===== src/common/fetch_cfg_pkg.sv =====
package fetch_cfg_pkg;

    // address and line geometry
    localparam int XLEN      = 32;
    localparam int LINE_BITS = 6;   // 64 byte lines

    // cacheline number drops the byte offset within a line
    localparam int CL_W = XLEN - LINE_BITS;

    // global branch history length
    localparam int BHR_W = 10;

    // default sizes, overridable from the top level
    localparam int RAS_DEPTH_DEF = 8;
    localparam int PF_DIST_DEF   = 1;   // in lines

endpackage


===== src/common/fetch_types_pkg.sv =====
package fetch_types_pkg;

    // one cacheline number, address >> LINE_BITS
    typedef logic [fetch_cfg_pkg::CL_W-1:0] cl_t;

    // resteer request from ROB, decode or branch unit
    typedef struct packed {
        logic                          taken;
        logic [fetch_cfg_pkg::XLEN-1:0] target;
    } resteer_src_t;

    // history restore sent along with a predictor update
    typedef struct packed {
        logic                           update;
        logic [fetch_cfg_pkg::BHR_W-1:0] history;
    } bp_update_t;

    // call/return traffic for the return address stack
    typedef struct packed {
        logic                          valid;
        logic                          push;
        logic                          pop;
        logic [fetch_cfg_pkg::XLEN-1:0] ret_addr;
    } ras_op_t;

endpackage


===== src/design/bhr_tracker.sv =====
`timescale 1ns/1ns

module bhr_tracker #(
    parameter int BHR_W = 10
) (
    input  logic                        clk,
    input  logic                        rst,
    input  fetch_types_pkg::bp_update_t upd_rob,
    input  fetch_types_pkg::bp_update_t upd_d1,
    input  fetch_types_pkg::bp_update_t upd_br,
    output logic [BHR_W-1:0]            bhr
);

    logic [BHR_W-1:0] hist_sel;
    logic             hist_load;

    // oldest source wins when several update in the same cycle
    always_comb begin
        hist_load = 1'b1;
        if (upd_rob.update) begin
            hist_sel = upd_rob.history;
        end else if (upd_d1.update) begin
            hist_sel = upd_d1.history;
        end else if (upd_br.update) begin
            hist_sel = upd_br.history;
        end else begin
            hist_sel  = bhr;
            hist_load = 1'b0;
        end
    end

    always_ff @(posedge clk) begin
        if (rst) begin
            bhr <= '0;
        end else if (hist_load) begin
            bhr <= hist_sel;
        end
    end

endmodule


===== src/design/fetch_ctrl.sv =====
`timescale 1ns/1ns

module fetch_ctrl #(
    parameter int XLEN = 32
) (
    input  logic                          clk,
    input  logic                          rst,
    input  logic                          stall,
    input  logic                          resteer,
    input  fetch_types_pkg::resteer_src_t rs_rob,
    input  fetch_types_pkg::resteer_src_t rs_d1,
    input  fetch_types_pkg::resteer_src_t rs_br,
    input  logic [XLEN-1:0]               ras_top,
    input  logic                          ras_valid,
    output fetch_types_pkg::cl_t          clc,
    output logic                          seq_adv
);

    fetch_types_pkg::cl_t clc_next;
    logic                 load_next;   // next value is a redirect, not a step

    // byte address to line number
    function automatic fetch_types_pkg::cl_t line_of(input logic [XLEN-1:0] addr);
        logic [XLEN-1:0] shifted;
        shifted = addr >> fetch_cfg_pkg::LINE_BITS;
        return shifted[fetch_cfg_pkg::CL_W-1:0];
    endfunction

    // redirect priority: ROB, decode, branch unit, then return stack
    always_comb begin
        clc_next  = clc + fetch_types_pkg::cl_t'(1);
        load_next = 1'b0;
        if (resteer) begin
            if (rs_rob.taken) begin
                clc_next  = line_of(rs_rob.target);
                load_next = 1'b1;
            end else if (rs_d1.taken) begin
                clc_next  = line_of(rs_d1.target);
                load_next = 1'b1;
            end else if (rs_br.taken) begin
                clc_next  = line_of(rs_br.target);
                load_next = 1'b1;
            end else if (ras_valid) begin
                clc_next  = line_of(ras_top);
                load_next = 1'b1;
            end
            // no source and empty stack falls through to a plain step
        end
    end

    always_ff @(posedge clk) begin
        if (rst) begin
            clc     <= '0;
            seq_adv <= 1'b0;
        end else if (stall) begin
            seq_adv <= 1'b0;   // counter holds, nothing advanced this cycle
        end else begin
            clc     <= clc_next;
            seq_adv <= !load_next;   // only straight-line steps feed the prefetcher
        end
    end

endmodule


===== src/design/fetch_top.sv =====
`timescale 1ns/1ns

module fetch_top #(
    parameter int XLEN      = fetch_cfg_pkg::XLEN,
    parameter int BHR_W     = fetch_cfg_pkg::BHR_W,
    parameter int RAS_DEPTH = fetch_cfg_pkg::RAS_DEPTH_DEF,
    parameter int PF_DIST   = fetch_cfg_pkg::PF_DIST_DEF
) (
    input  logic                          clk,
    input  logic                          rst,
    input  logic                          stall,
    input  logic                          resteer,
    input  fetch_types_pkg::resteer_src_t rs_rob,
    input  fetch_types_pkg::resteer_src_t rs_d1,
    input  fetch_types_pkg::resteer_src_t rs_br,
    input  fetch_types_pkg::bp_update_t   upd_rob,
    input  fetch_types_pkg::bp_update_t   upd_d1,
    input  fetch_types_pkg::bp_update_t   upd_br,
    input  fetch_types_pkg::ras_op_t      ras_op,
    output fetch_types_pkg::cl_t          clc,
    output logic [BHR_W-1:0]              bhr,
    output fetch_types_pkg::cl_t          nlpf,
    output logic                          nlpf_valid
);

    logic [XLEN-1:0] ras_top;
    logic            ras_valid;
    logic            seq_adv;

    ras #(
        .XLEN  (XLEN),
        .DEPTH (RAS_DEPTH)
    ) ras0 (
        .clk   (clk),
        .rst   (rst),
        .op    (ras_op),
        .top   (ras_top),
        .valid (ras_valid)
    );

    fetch_ctrl #(
        .XLEN (XLEN)
    ) ctrl0 (
        .clk       (clk),
        .rst       (rst),
        .stall     (stall),
        .resteer   (resteer),
        .rs_rob    (rs_rob),
        .rs_d1     (rs_d1),
        .rs_br     (rs_br),
        .ras_top   (ras_top),
        .ras_valid (ras_valid),
        .clc       (clc),
        .seq_adv   (seq_adv)
    );

    bhr_tracker #(
        .BHR_W (BHR_W)
    ) bhr0 (
        .clk     (clk),
        .rst     (rst),
        .upd_rob (upd_rob),
        .upd_d1  (upd_d1),
        .upd_br  (upd_br),
        .bhr     (bhr)
    );

    // prefetcher works on line numbers, so its width drops the byte offset
    nlpf_gen #(
        .CL_W    (XLEN - fetch_cfg_pkg::LINE_BITS),
        .PF_DIST (PF_DIST)
    ) nlpf0 (
        .clk        (clk),
        .rst        (rst),
        .seq_adv    (seq_adv),
        .clc        (clc),
        .nlpf       (nlpf),
        .nlpf_valid (nlpf_valid)
    );

endmodule


===== src/design/prefetch/nlpf_gen.sv =====
`timescale 1ns/1ns

module nlpf_gen #(
    parameter int CL_W    = 26,
    parameter int PF_DIST = 1
) (
    input  logic                 clk,
    input  logic                 rst,
    input  logic                 seq_adv,
    input  fetch_types_pkg::cl_t clc,
    output fetch_types_pkg::cl_t nlpf,
    output logic                 nlpf_valid
);

    logic [CL_W-1:0] pf_line;

    // line PF_DIST ahead of the one being fetched now
    assign pf_line = clc + CL_W'(PF_DIST);

    // issue strobe follows seq_adv only, so redirects and stalls
    // never produce a prefetch
    always_ff @(posedge clk) begin
        if (rst) begin
            nlpf_valid <= 1'b0;
        end else begin
            nlpf_valid <= seq_adv;
        end
    end

    // address register, only meaningful while nlpf_valid is high
    always_ff @(posedge clk) begin
        if (seq_adv) begin
            nlpf <= pf_line;
        end
    end

endmodule


===== src/design/ras/ras.sv =====
`timescale 1ns/1ns

module ras #(
    parameter int XLEN  = 32,
    parameter int DEPTH = 8
) (
    input  logic                     clk,
    input  logic                     rst,
    input  fetch_types_pkg::ras_op_t op,
    output logic [XLEN-1:0]          top,
    output logic                     valid
);

    localparam int PTR_W = (DEPTH > 1) ? $clog2(DEPTH) : 1;
    localparam int CNT_W = $clog2(DEPTH + 1);

    logic [XLEN-1:0]  stack_mem [DEPTH];
    logic [PTR_W-1:0] top_ptr;   // index of the current top entry
    logic [CNT_W-1:0] count;     // live entries, saturates at DEPTH

    logic [PTR_W-1:0] ptr_up;
    logic [PTR_W-1:0] ptr_down;
    logic             is_empty;
    logic             is_full;

    // circular pointer arithmetic, works for any depth
    assign ptr_up   = (top_ptr == PTR_W'(DEPTH - 1)) ? '0 : top_ptr + 1'b1;
    assign ptr_down = (top_ptr == '0) ? PTR_W'(DEPTH - 1) : top_ptr - 1'b1;

    assign is_empty = (count == '0);
    assign is_full  = (count == CNT_W'(DEPTH));

    // pointer and occupancy
    always_ff @(posedge clk) begin
        if (rst) begin
            top_ptr <= '0;
            count   <= '0;
        end else if (op.valid) begin
            if (op.push && op.pop) begin
                // replace in place; an empty stack just gains one entry
                if (is_empty) count <= CNT_W'(1);
            end else if (op.push) begin
                top_ptr <= ptr_up;
                if (!is_full) count <= count + 1'b1;   // full: oldest entry is lost
            end else if (op.pop && !is_empty) begin
                top_ptr <= ptr_down;
                count   <= count - 1'b1;
            end
        end
    end

    // entry storage
    always_ff @(posedge clk) begin
        if (op.valid && op.push) begin
            if (op.pop) begin
                stack_mem[top_ptr] <= op.ret_addr;
            end else begin
                stack_mem[ptr_up] <= op.ret_addr;
            end
        end
    end

    assign top   = stack_mem[top_ptr];
    assign valid = !is_empty;

endmodule


===== config.mk =====
export PLATFORM = sky130hd
export DESIGN_NAME = fetch_top
export DESIGN_NICKNAME = d
export VERILOG_FILES = /design/src/common/fetch_cfg_pkg.sv /design/src/common/fetch_types_pkg.sv /design/src/design/bhr_tracker.sv /design/src/design/fetch_ctrl.sv /design/src/design/fetch_top.sv /design/src/design/prefetch/nlpf_gen.sv /design/src/design/ras/ras.sv
export SDC_FILE = /design/constraint.sdc
export NUM_CORES = 1
export LEC_CHECK = 0
export BUFFER_PORTS_ARGS = -buffer_cell sky130_fd_sc_hd__buf_4
export CAP_MARGIN = 20
export CORE_ASPECT_RATIO = 1.4
export CORE_MARGIN = 5
export CORE_UTILIZATION = 35
export CTS_CLUSTER_SIZE = 40
export DETAILED_ROUTE_END_ITERATION = 7
export SYNTH_ARGS = -nofsm -noshare
export SYNTH_HDL_FRONTEND = slang
export SYNTH_SLANG_ARGS = --single-unit

===== constraint.sdc =====
create_clock -name clk -period 3.5 [get_ports clk]
set_input_delay 0.875 -clock clk [delete_from_list [all_inputs] [get_ports clk]]
set_output_delay 0.875 -clock clk [all_outputs]
set_load 0.03 [all_outputs]

# Word-level counts from Yosys, hierarchy flattened
# Memory sizes are Yosys's and may differ from the RTL's. A register that Yosys moved wholly into a read port is not among the register bits.
# Index checks and enable logic that the tools add are counted.
dict set report totals {
  register_bits 71
  ram_bits 256
  input_bits 171
  n_memories 1
}
dict set report classes {
  add_sub_neg 5
  n_eq_ne 4
  n_mux 36
  bitwise_logic 1
  n_reduce_logical 15
}
# name depth word_bits read_ports rd_clocked_by_memory_dff write_ports line
set memory_table {}
lappend memory_table {ras0.stack_mem 8 32 1 1 1 ras.sv:17} ;# logic [XLEN-1:0] stack_mem [DEPTH];
# cell count
set ops {}
lappend ops {{two-way mux 26 bit} 5}
lappend ops {{two-way mux 32 bit} 1}
lappend ops {{OR reduction 32 bit} 1}
lappend ops {{two-way mux 10 bit} 3}
lappend ops {{adder 26 x 1 -> 26 bit, second input constant} 1}
lappend ops {{two-way mux 3 bit} 7}
lappend ops {{two-way mux 4 bit} 5}
lappend ops {{two-way mux 1 bit} 15}
lappend ops {{nonzero test 3 bit} 2}
lappend ops {{adder 4 x 1 -> 4 bit, second input constant} 1}
lappend ops {{== test 4 bit, second input constant} 1}
lappend ops {{zero test 4 bit} 1}
lappend ops {{AND reduction 4 bit} 1}
lappend ops {{subtractor 4 x 1 -> 4 bit, second input constant} 1}
lappend ops {{adder 3 x 1 -> 3 bit, second input constant} 1}
lappend ops {{== test 3 bit, second input constant} 1}
lappend ops {{logical AND 1 bit} 3}
lappend ops {{zero test 3 bit} 1}
lappend ops {{inequality test 3 bit, second input constant} 1}
lappend ops {{AND reduction 3 bit} 1}
lappend ops {{subtractor 3 x 1 -> 3 bit, second input constant} 1}
lappend ops {{zero test 1 bit} 2}
lappend ops {{inequality test 2 x 1 -> 1 bit, second input constant} 1}
lappend ops {{AND reduction 2 bit} 1}
lappend ops {{3 further kinds} 3}

# Depth between registers and ports, before layout
# Gate-level depths: netlist of run 1.
dict set report logic_depth {
  ltp_word 7
  depth_mapped 8
  ltp_nobuf 7
}

# By module
# A second synthesis of run 1 with hierarchy kept.
dict set report hier_totals {
  cells_unflattened 1029
  hier_area_um2 15287.2
}
# mod n_inst cells_per_inst area_per_inst_um2 seq_area_each_um2
set by_module_without_submodules {}
lappend by_module_without_submodules {ras 1 469 10561.4 7887.6}
lappend by_module_without_submodules {fetch_ctrl 1 405 2839.0 540.5}
lappend by_module_without_submodules {nlpf_gen 1 98 1300.0 800.8}
lappend by_module_without_submodules {bhr_tracker 1 57 586.8 200.2}

# Worst setup path after synthesis of run 1
# Ideal clock, no wire load.
dict set report synth_path {
  path_type {input to register}
  from {input ras_op[32] in the netlist's numbering}
  to {memory ras0.stack_mem[0][10] (enable)}
  setup_time_ns 0.409
  t_arrival_ns 2.801
  required_ns 3.091
  path_slack_ns 0.290
  path_stages 5
  n_path_buf 1
  cell_sequence {clkbuf_1 -> nor2_1 -> nand2_1 -> mux2_2 -> nor2_1}
}
dict set report synth_between {
  elab_chain_len 5
}
# element line
set synth_rtl {}
lappend synth_rtl {{start: declaration} fetch_top.sv:19} ;# input fetch_types_pkg::ras_op_t ras_op,
lappend synth_rtl {{two-way mux 1 bit} ras.sv:55} ;# if (op.pop) begin
lappend synth_rtl {{two-way mux 1 bit} ras.sv:54} ;# if (op.valid && op.push) begin
lappend synth_rtl {{two-way mux 1 bit (implied by the code)} ras.sv:58} ;# stack_mem[ptr_up] <= op.ret_addr;
lappend synth_rtl {{OR reduction 32 bit (no line)} -}
lappend synth_rtl {{two-way mux 3 bit (no line) or two-way mux 1 bit (tied branches)} -}
lappend synth_rtl {{end: declaration} ras.sv:17}
# Several ways; a longest one is shown, not always the timed one.

# Worst setup path after layout of run 1
dict set report layout_path {
  from {register ctrl0.clc[0]}
  to {register ctrl0.clc[16]}
}
dict set report layout_between {
  elab_chain_len 6
}
# element line
set layout_rtl {}
lappend layout_rtl {{start: declaration} fetch_ctrl.sv:15} ;# output fetch_types_pkg::cl_t clc,
lappend layout_rtl {{start signal: assignment} fetch_ctrl.sv:58} ;# clc <= clc_next;
lappend layout_rtl {{adder 26 x 1 -> 26 bit (*)} fetch_ctrl.sv:31} ;# clc_next = clc + fetch_types_pkg::cl_t'(1);
lappend layout_rtl {{two-way mux 26 bit} fetch_ctrl.sv:43} ;# end else if (ras_valid) begin
lappend layout_rtl {{two-way mux 26 bit} fetch_ctrl.sv:40} ;# end else if (rs_br.taken) begin
lappend layout_rtl {{two-way mux 26 bit} fetch_ctrl.sv:37} ;# end else if (rs_d1.taken) begin
lappend layout_rtl {{two-way mux 26 bit} fetch_ctrl.sv:34} ;# if (rs_rob.taken) begin
lappend layout_rtl {{two-way mux 26 bit (*)} fetch_ctrl.sv:33} ;# if (resteer) begin
# Mark *: on every way between the ends. The rest lies on a longest branch, timed or not.
# A chain may end at the register's enable or synchronous reset.

==> run_results.csv, run 1 <==
group,metric,value,unit
clocking,cts.repair.resized,0,
yosys,async_flop_share,0,%
power,pwr-share-seq,48.6,%
floorplan,dieWidth,173,um
global_route,grt_max_degree,49,
sta,drv_slew,0,
yosys,synth-seq-area-share,61.6,%
status,status,"complete, no violations",
detailed_routing,wl_per_cell,22.7,um
floorplan,start_util,35.3,%
detailed_routing,antenna_left,0,
power,powerDensity,491,nW/um^2
critical_path,crit_buf_inv,2,
place,gp_congestion,0.889,
global_route,grt_pass1_wl,56400,um
yosys,synth.distinct_cells,74,
yosys,yosys_warnings,0,
yosys,netlist_area,13000,um^2
place,port_buffers,209,
critical_path,critPathLaunchType,"flop",
detailed_routing,first_pass_iters,5,
sta,tightest_slew,0.858,ns
clocking,cts_tree,"built",
layout,final_layout_size_suffix_gt1_share,31.7,%
critical_path,crit_path_max_fanout,11,
critical_path,crit_slowest_cell,"or4b_1",
critical_path,cp.arrival,3.13,ns
critical_path,path_cells,"ha_1 > nand3_1 > buf_4 > nor4_1 > buf_4 > nand4_1 > or4b_1 > a31oi_1",
global_route,grt-ovfl-total,0,
detailed_routing,num_vias,9029,
clocking,postCtsSetupRepairBufs,0,
hold_path,hold_path.class,"reg2reg",
sta,hold_viol_final,0,
global_route,track_usage,17.4,%
detailed_routing,remaining_drc_errors,0,
clocking,hold_buffers,0,
power,swShare,24.8,%
power,power_frac_comb,13.5,%
floorplan,die_h,238,um
floorplan,core-area,36700,um^2
sta,rsz0062_at_grt,"false",
yosys,synth_edf_count,234,
power,p_int,5.92,mW
sta,min_period_over_period,75.6,%
place,dpl_cell_area,15100,um^2
sta,skew,0.0166,ns
critical_path,cp_slowest_stage_delay,0.54,ns
sta,timing.hold.ws,0.457,ns
detailed_routing,totalWireLength,37200,um
power,power_switching,1.95,mW
layout,fill_cells,3350,
floorplan,die_area,41000,um^2
place,detailedPlacementHpwl,26000,um
sta,setup_tns,0,ns
sta,setup_viol,0,
layout,area_delta_synth_final,23.6,%
floorplan,boundaryPins,234,
yosys,avgSynthCellArea,13.7,um^2
layout,multiInputGateArea,4610,um^2
layout,fin_nets,1330,
layout,regArea,7990,um^2
sta,finalCriticalPeriod,2.65,ns
clocking,path_clk_slew,0.07,ns
clocking,cts_sinks,282,
global_route,antenna_found_initial,0,
yosys,netlist_instances,946,
power,vdd_drop_max,0.369,mV
job,cap_violations,0,
layout,diodes,0,
critical_path,critPathTopFamily,"simple AND/OR/NAND/NOR gates",
layout,final_area,16000,um^2
clocking,numCtsBuffers,27,
clocking,root_buffer,"clkbuf_16",
clocking,clockBufferDepth,3,
sta,fmax,0.378,GHz
power,power_frac_clock,37.9,%
clocking,cts_htree_levels,1,
sta,slew_headroom,42.6,%
critical_path,cp.required,3.98,ns
detailed_routing,drt_iter0_drc,766,
yosys,synth_ff_type,"edfxtp_1",
floorplan,rows,83,
detailed_routing,via_per_inst,5.51,
yosys,synth_nets,1125,
power,power.leakage,5.67,nW
critical_path,cpMostUsedCell,"buf_4",
yosys,synth-seq-cells,282,
clocking,worstSkewPairLatency,0.55,ns
critical_path,criticalPathCategory,"reg2reg",
global_route,grt_pass1_vias,9198,
critical_path,end_kind,"flop",
## power groups by stage
stage	logic (mW)	registers (mW)	clock network (mW)
after detailed placement	1.06	3.90	0
final	1.06	3.83	2.98
after floorplan	0.541	3.95	0
after CTS	1.06	3.83	3.07
after global placement	1.05	3.89	0
after global routing	1.14	3.84	3.21
## sequential cells by signal, indices dropped and copies added (netlist names), named ones only
signal / count
ras0.stack_mem: 208
ctrl0.clc: 26
nlpf0.nlpf: 26
bhr0.bhr: 10
ras0.count: 4
ras0.top_ptr: 3
ctrl0.seq_adv: 1
nlpf0.nlpf_valid: 1
## cell usage in the layout, fill, tap and decap left out, types with 7 or more instances in the layout
master / n
nand4_1: 12
nand3_1: 21
mux2i_1: 26
mux2_2: 12
mux4_2: 52
a221oi_1: 13
xnor2_1: 15
a211oi_1: 11
a21oi_1: 29
nor2b_1: 9
nand2_1: 82
clkbuf_16: 27
nand2b_1: 9
nor3_1: 19
edfxtp_1: 234
dfxtp_1: 45
o22ai_1: 7
a21o_1: 9
ha_1: 7
a22oi_1: 9
nor2_2: 8
buf_4: 238
inv_1: 26
o21ai_0: 39
o211ai_1: 7
nor2_1: 38
and3_1: 8
a31oi_1: 15
o221ai_1: 9
o2111ai_1: 7
## per-stage QoR
stage	utilization, %	power (mW)	std cells	worst slack, ns
final	43.7	7.87	1639	0.855
after global routing	43.7	8.18	1639	0.714
after CTS	43.7	7.96	1639	0.871
after detailed placement	41.2	4.96	1589	0.717
after global placement	41.2	4.94	1589	0.725
after floorplan	-	4.49	946	0.290
## synthesized netlist by cell type (all sizes together), types with 13 or more instances
cell      n  area (um^2)
xnor2    15          131
inv      26         97.6
nand2    82          308
o21ai    39          195
nor2     46          173
a21oi    29          145
a31oi    15         93.8
mux4     52         1170
mux2i    26          260
nand3    22          115
a221oi   13          114
nor3     19         95.1
edfxtp  234         7030
clkbuf   43          161
buf      21          126
dfxtp    48          961
## metal layers
metal / GRT usage (%) / vias to the layer above / wire length, um / share of wire [%]
met2: 30.7 / 318 / 19000 / 51
met5: 0 / - / 0 / 0
met4: 5.28 / 0 / 931 / 2.5
li1: - / 4167 / - / -
met3: 3.37 / 53 / 2350 / 6.3
met1: 21.8 / 4491 / 14900 / 40
## cell families (layout without fill, tap and decap cells)
group | after synthesis | after routing | share of synthesized area [%]
AO/OA/AOI/OAI | 209 | 209 | 11.5
XOR/XNOR | 18 | 18 | 1.22
adder cells (fa/ha/maj) | 8 | 8 | 0.830
buffers and inverters | 91 | 317 | 3.00
flip-flops | 282 | 282 | 61.6
multiplexers | 90 | 90 | 12.1
AND/OR/NAND/NOR | 248 | 248 | 9.69
## area by class of cell
type	count	area share, %
Inverter	27	0.633
Clock inverter	17	1.30
Multi-Input combinational cell	573	28.8
Timing Repair Buffer	240	11.4
Sequential cell	282	49.9
Tap cell	467	3.65
Clock buffer	33	4.36
## worst reg2reg max path: stages, from the launching register on
cell,delay [ns]
dfxtp_1,0.47
ha_1,0.41
nand3_1,0.12
buf_4,0.19
nor4_1,0.23
buf_4,0.23
nand4_1,0.24
or4b_1,0.55
a31oi_1,0.17
## path summary, 6_finish.rpt
check	to	cells after the start	slack, ns	start
max	ctrl0.clc[16]$_SDFFE_PP0N_	8	0.85	ctrl0.clc[0]$_SDFFE_PP0N_
min	bhr0.bhr[4]$_SDFFE_PP0P_	2	0.46	bhr0.bhr[4]$_SDFFE_PP0P_
max reg2reg	ctrl0.clc[16]$_SDFFE_PP0N_	8	0.85	ctrl0.clc[0]$_SDFFE_PP0N_
min reg2reg	bhr0.bhr[4]$_SDFFE_PP0P_	2	0.46	bhr0.bhr[4]$_SDFFE_PP0P_
Power figures use the tool's default switching activity.
==> run 2, diff against run 1 <==
==> constraint.sdc (replaced) <==
create_clock -name clk -period 2.3 [get_ports clk]
set_input_delay 0.575 -clock clk [delete_from_list [all_inputs] [get_ports clk]]
set_output_delay 0.575 -clock clk [all_outputs]
set_load 0.03 [all_outputs]
==> run_results.csv, run 2 (same netlist as run 1, synthesis figures left out) <==
group,metric,value,unit
sta,finalWorstSetupSlack,0.0873,ns
global_route,grt_pass1_vias,9274,
clocking,root_buffer,"clkbuf_16",
sta,rsz0062_at_grt,"false",
sta,min_period_over_period,96.2,%
clocking,cts_tree,"built",
layout,final_layout_size_suffix_gt1_share,36.0,%
power,p_total,11.9,mW
critical_path,critPathTopFamily,"simple AND/OR/NAND/NOR gates",
critical_path,worstSetupStartpoint,"ctrl0.clc[12]$_SDFFE_PP0N_",
detailed_routing,totalWireLength,38900,um
power,vdd_drop_max,0.458,mV
power,powerDensity,712,nW/um^2
power,p_int,8.86,mW
status,status,"complete, no violations",
clocking,path_clk_slew,0.07,ns
layout,area_delta_synth_final,28.7,%
job,cap_violations,0,
clocking,clockBufferDepth,3,
sta,tightest_slew,0.596,ns
clocking,cts_htree_levels,1,
power,power_frac_clock,35.9,%
layout,fin_nets,1395,
detailed_routing,num_vias,9460,
critical_path,path_cells,"nand4_1 > or4_1 > buf_4 > nor4_4 > o31ai_1 > a2111oi_2",
layout,largest_reg_flops,208,
floorplan,dieWidth,173,um
place,pre_cts_slack,-0.0376,ns
floorplan,boundaryPins,234,
clocking,numCtsBuffers,27,
floorplan,die_h,238,um
clocking,worstSkewPairLatency,0.55,ns
detailed_routing,first_pass_iters,5,
hold_path,min_from,"ras_op[13]",
detailed_routing,remaining_drc_errors,0,
sta,hold_viol_final,0,
floorplan,core-area,36700,um^2
detailed_routing,antenna_left,0,
power,power_frac_comb,15.3,%
power,power.leakage,6.00,nW
layout,reg.largest.list,"ras0.stack_mem x208, ctrl0.clc x26, nlpf0.nlpf x26",
place,gp_congestion,0.900,
global_route,grt-ovfl-total,0,
critical_path,cp_slowest_stage_delay,0.58,ns
floorplan,die_area,41000,um^2
power,swShare,25.3,%
critical_path,criticalPathCategory,"reg2reg",
layout,regArea,7990,um^2
floorplan,rows,83,
sta,finalCriticalPeriod,2.21,ns
critical_path,crit_buf_inv,1,
layout,layout_commonest_cell,"buf_4",
critical_path,cp.arrival,2.66,ns
layout,multiInputGateArea,4660,um^2
critical_path,cp.required,2.75,ns
place,detailedPlacementHpwl,27600,um
clocking,hold_buffers,0,
global_route,grt_max_degree,28,
global_route,track_usage,18.1,%
floorplan,start_util,35.3,%
critical_path,crit_slowest_cell,"or4_1",
detailed_routing,drt_iter0_drc,859,
sta,setup_viol,0,
layout,mostFrequentLayoutCells,"buf_4 (289), edfxtp_1 (234), nand2_1 (82), mux4_2 (52), dfxtp_1 (43)",
hold_path,hold_path.class,"in2reg",
critical_path,end_kind,"flop",
sta,slew_headroom,59.5,%
critical_path,reg2reg_from,"ctrl0.clc[12]$_SDFFE_PP0N_",
clocking,cts_sinks,282,
layout,fill_cells,3288,
critical_path,crit_path_max_fanout,10,
detailed_routing,via_per_inst,5.56,
global_route,grt_pass1_wl,58300,um
sta,skew,0.0230,ns
layout,diodes,0,
sta,fmax,0.452,GHz
power,power_switching,3.00,mW
critical_path,critPathLaunchType,"flop",
power,pwr-share-seq,48.8,%
sta,timing.hold.ws,0.264,ns
layout,largest_register,"ras0.stack_mem",
place,port_buffers,209,
detailed_routing,wl_per_cell,22.8,um
global_route,antenna_found_initial,1,
sta,drv_slew,0,
## run 2: changes by cell type in the layout (fill, tap and decap cells not counted), moves of 2 or more
cell        previous run  this run
buf_12                 2        14
buf_4                238       289
bufinv_16              4         1
clkbuf_8               0         3
clkinvlp_4             2         4
dfxtp_1               45        43
dfxtp_2                3         5
inv_6                  3         0
nor2_2                 8         4
nor2_4                 0         4
## run 2: layout make-up
| cell class | instances | area share (%) |
|---|---|---|
| clock inverter | 13 | 0.653 |
| multi-input combinational | 573 | 28.0 |
| tap | 467 | 3.50 |
| inverter | 27 | 0.608 |
| timing repair buffer | 305 | 14.9 |
| clock buffer | 35 | 4.41 |
| sequential | 282 | 47.9 |
## run 2: timing repair
item	CTS	global route
setup buffers	0	12
gates resized for setup	0	6
setup endpoints to repair	0	131
## run 2: metal layers
layer	track usage, %	up-vias	part of all wire (%)
met5	0	-	0.018
met4	6.94	2	3.8
met3	4.04	78	7.1
met2	32.0	407	51
met1	21.5	4679	38
li1	-	4294	-
## run 2: path summary, 6_finish.rpt
| kind | to | slack [ns] | cells past startpoint |
|---|---|---|---|
| worst max-delay path | ctrl0.clc[25]$_SDFFE_PP0N_ | 0.09 | 6 |
| worst min-delay path | ras0.stack_mem[0][13]$_DFFE_PP_ | 0.26 | 1 |
| worst max register to register | ctrl0.clc[25]$_SDFFE_PP0N_ | 0.09 | 6 |
| worst min register to register | bhr0.bhr[8]$_SDFFE_PP0P_ | 0.46 | 2 |
## run 2: per-stage QoR
stage | util, % | instance area (um^2) | cells | setup TNS (ns)
2_1_floorplan | - | 13000 | 946 | -21.82
3_3_place_gp | 42.8 | 15700 | 1640 | -2.05
3_5_place_dp | 42.8 | 15700 | 1640 | -0.937
4_1_cts | 45.1 | 16500 | 1688 | 0
5_1_grt | 45.5 | 16700 | 1702 | 0
6_report | 45.5 | 16700 | 1702 | 0
## run 2: power groups by stage
stage | Sequential [mW] | Clock (mW) | Combinational, mW
5_1_grt | 5.80 | 4.58 | 1.94
3_5_place_dp | 5.89 | 0 | 1.78
4_1_cts | 5.78 | 4.36 | 1.79
3_3_place_gp | 5.89 | 0 | 1.77
6_report | 5.78 | 4.26 | 1.82
2_1_floorplan | 6.01 | 0 | 0.831
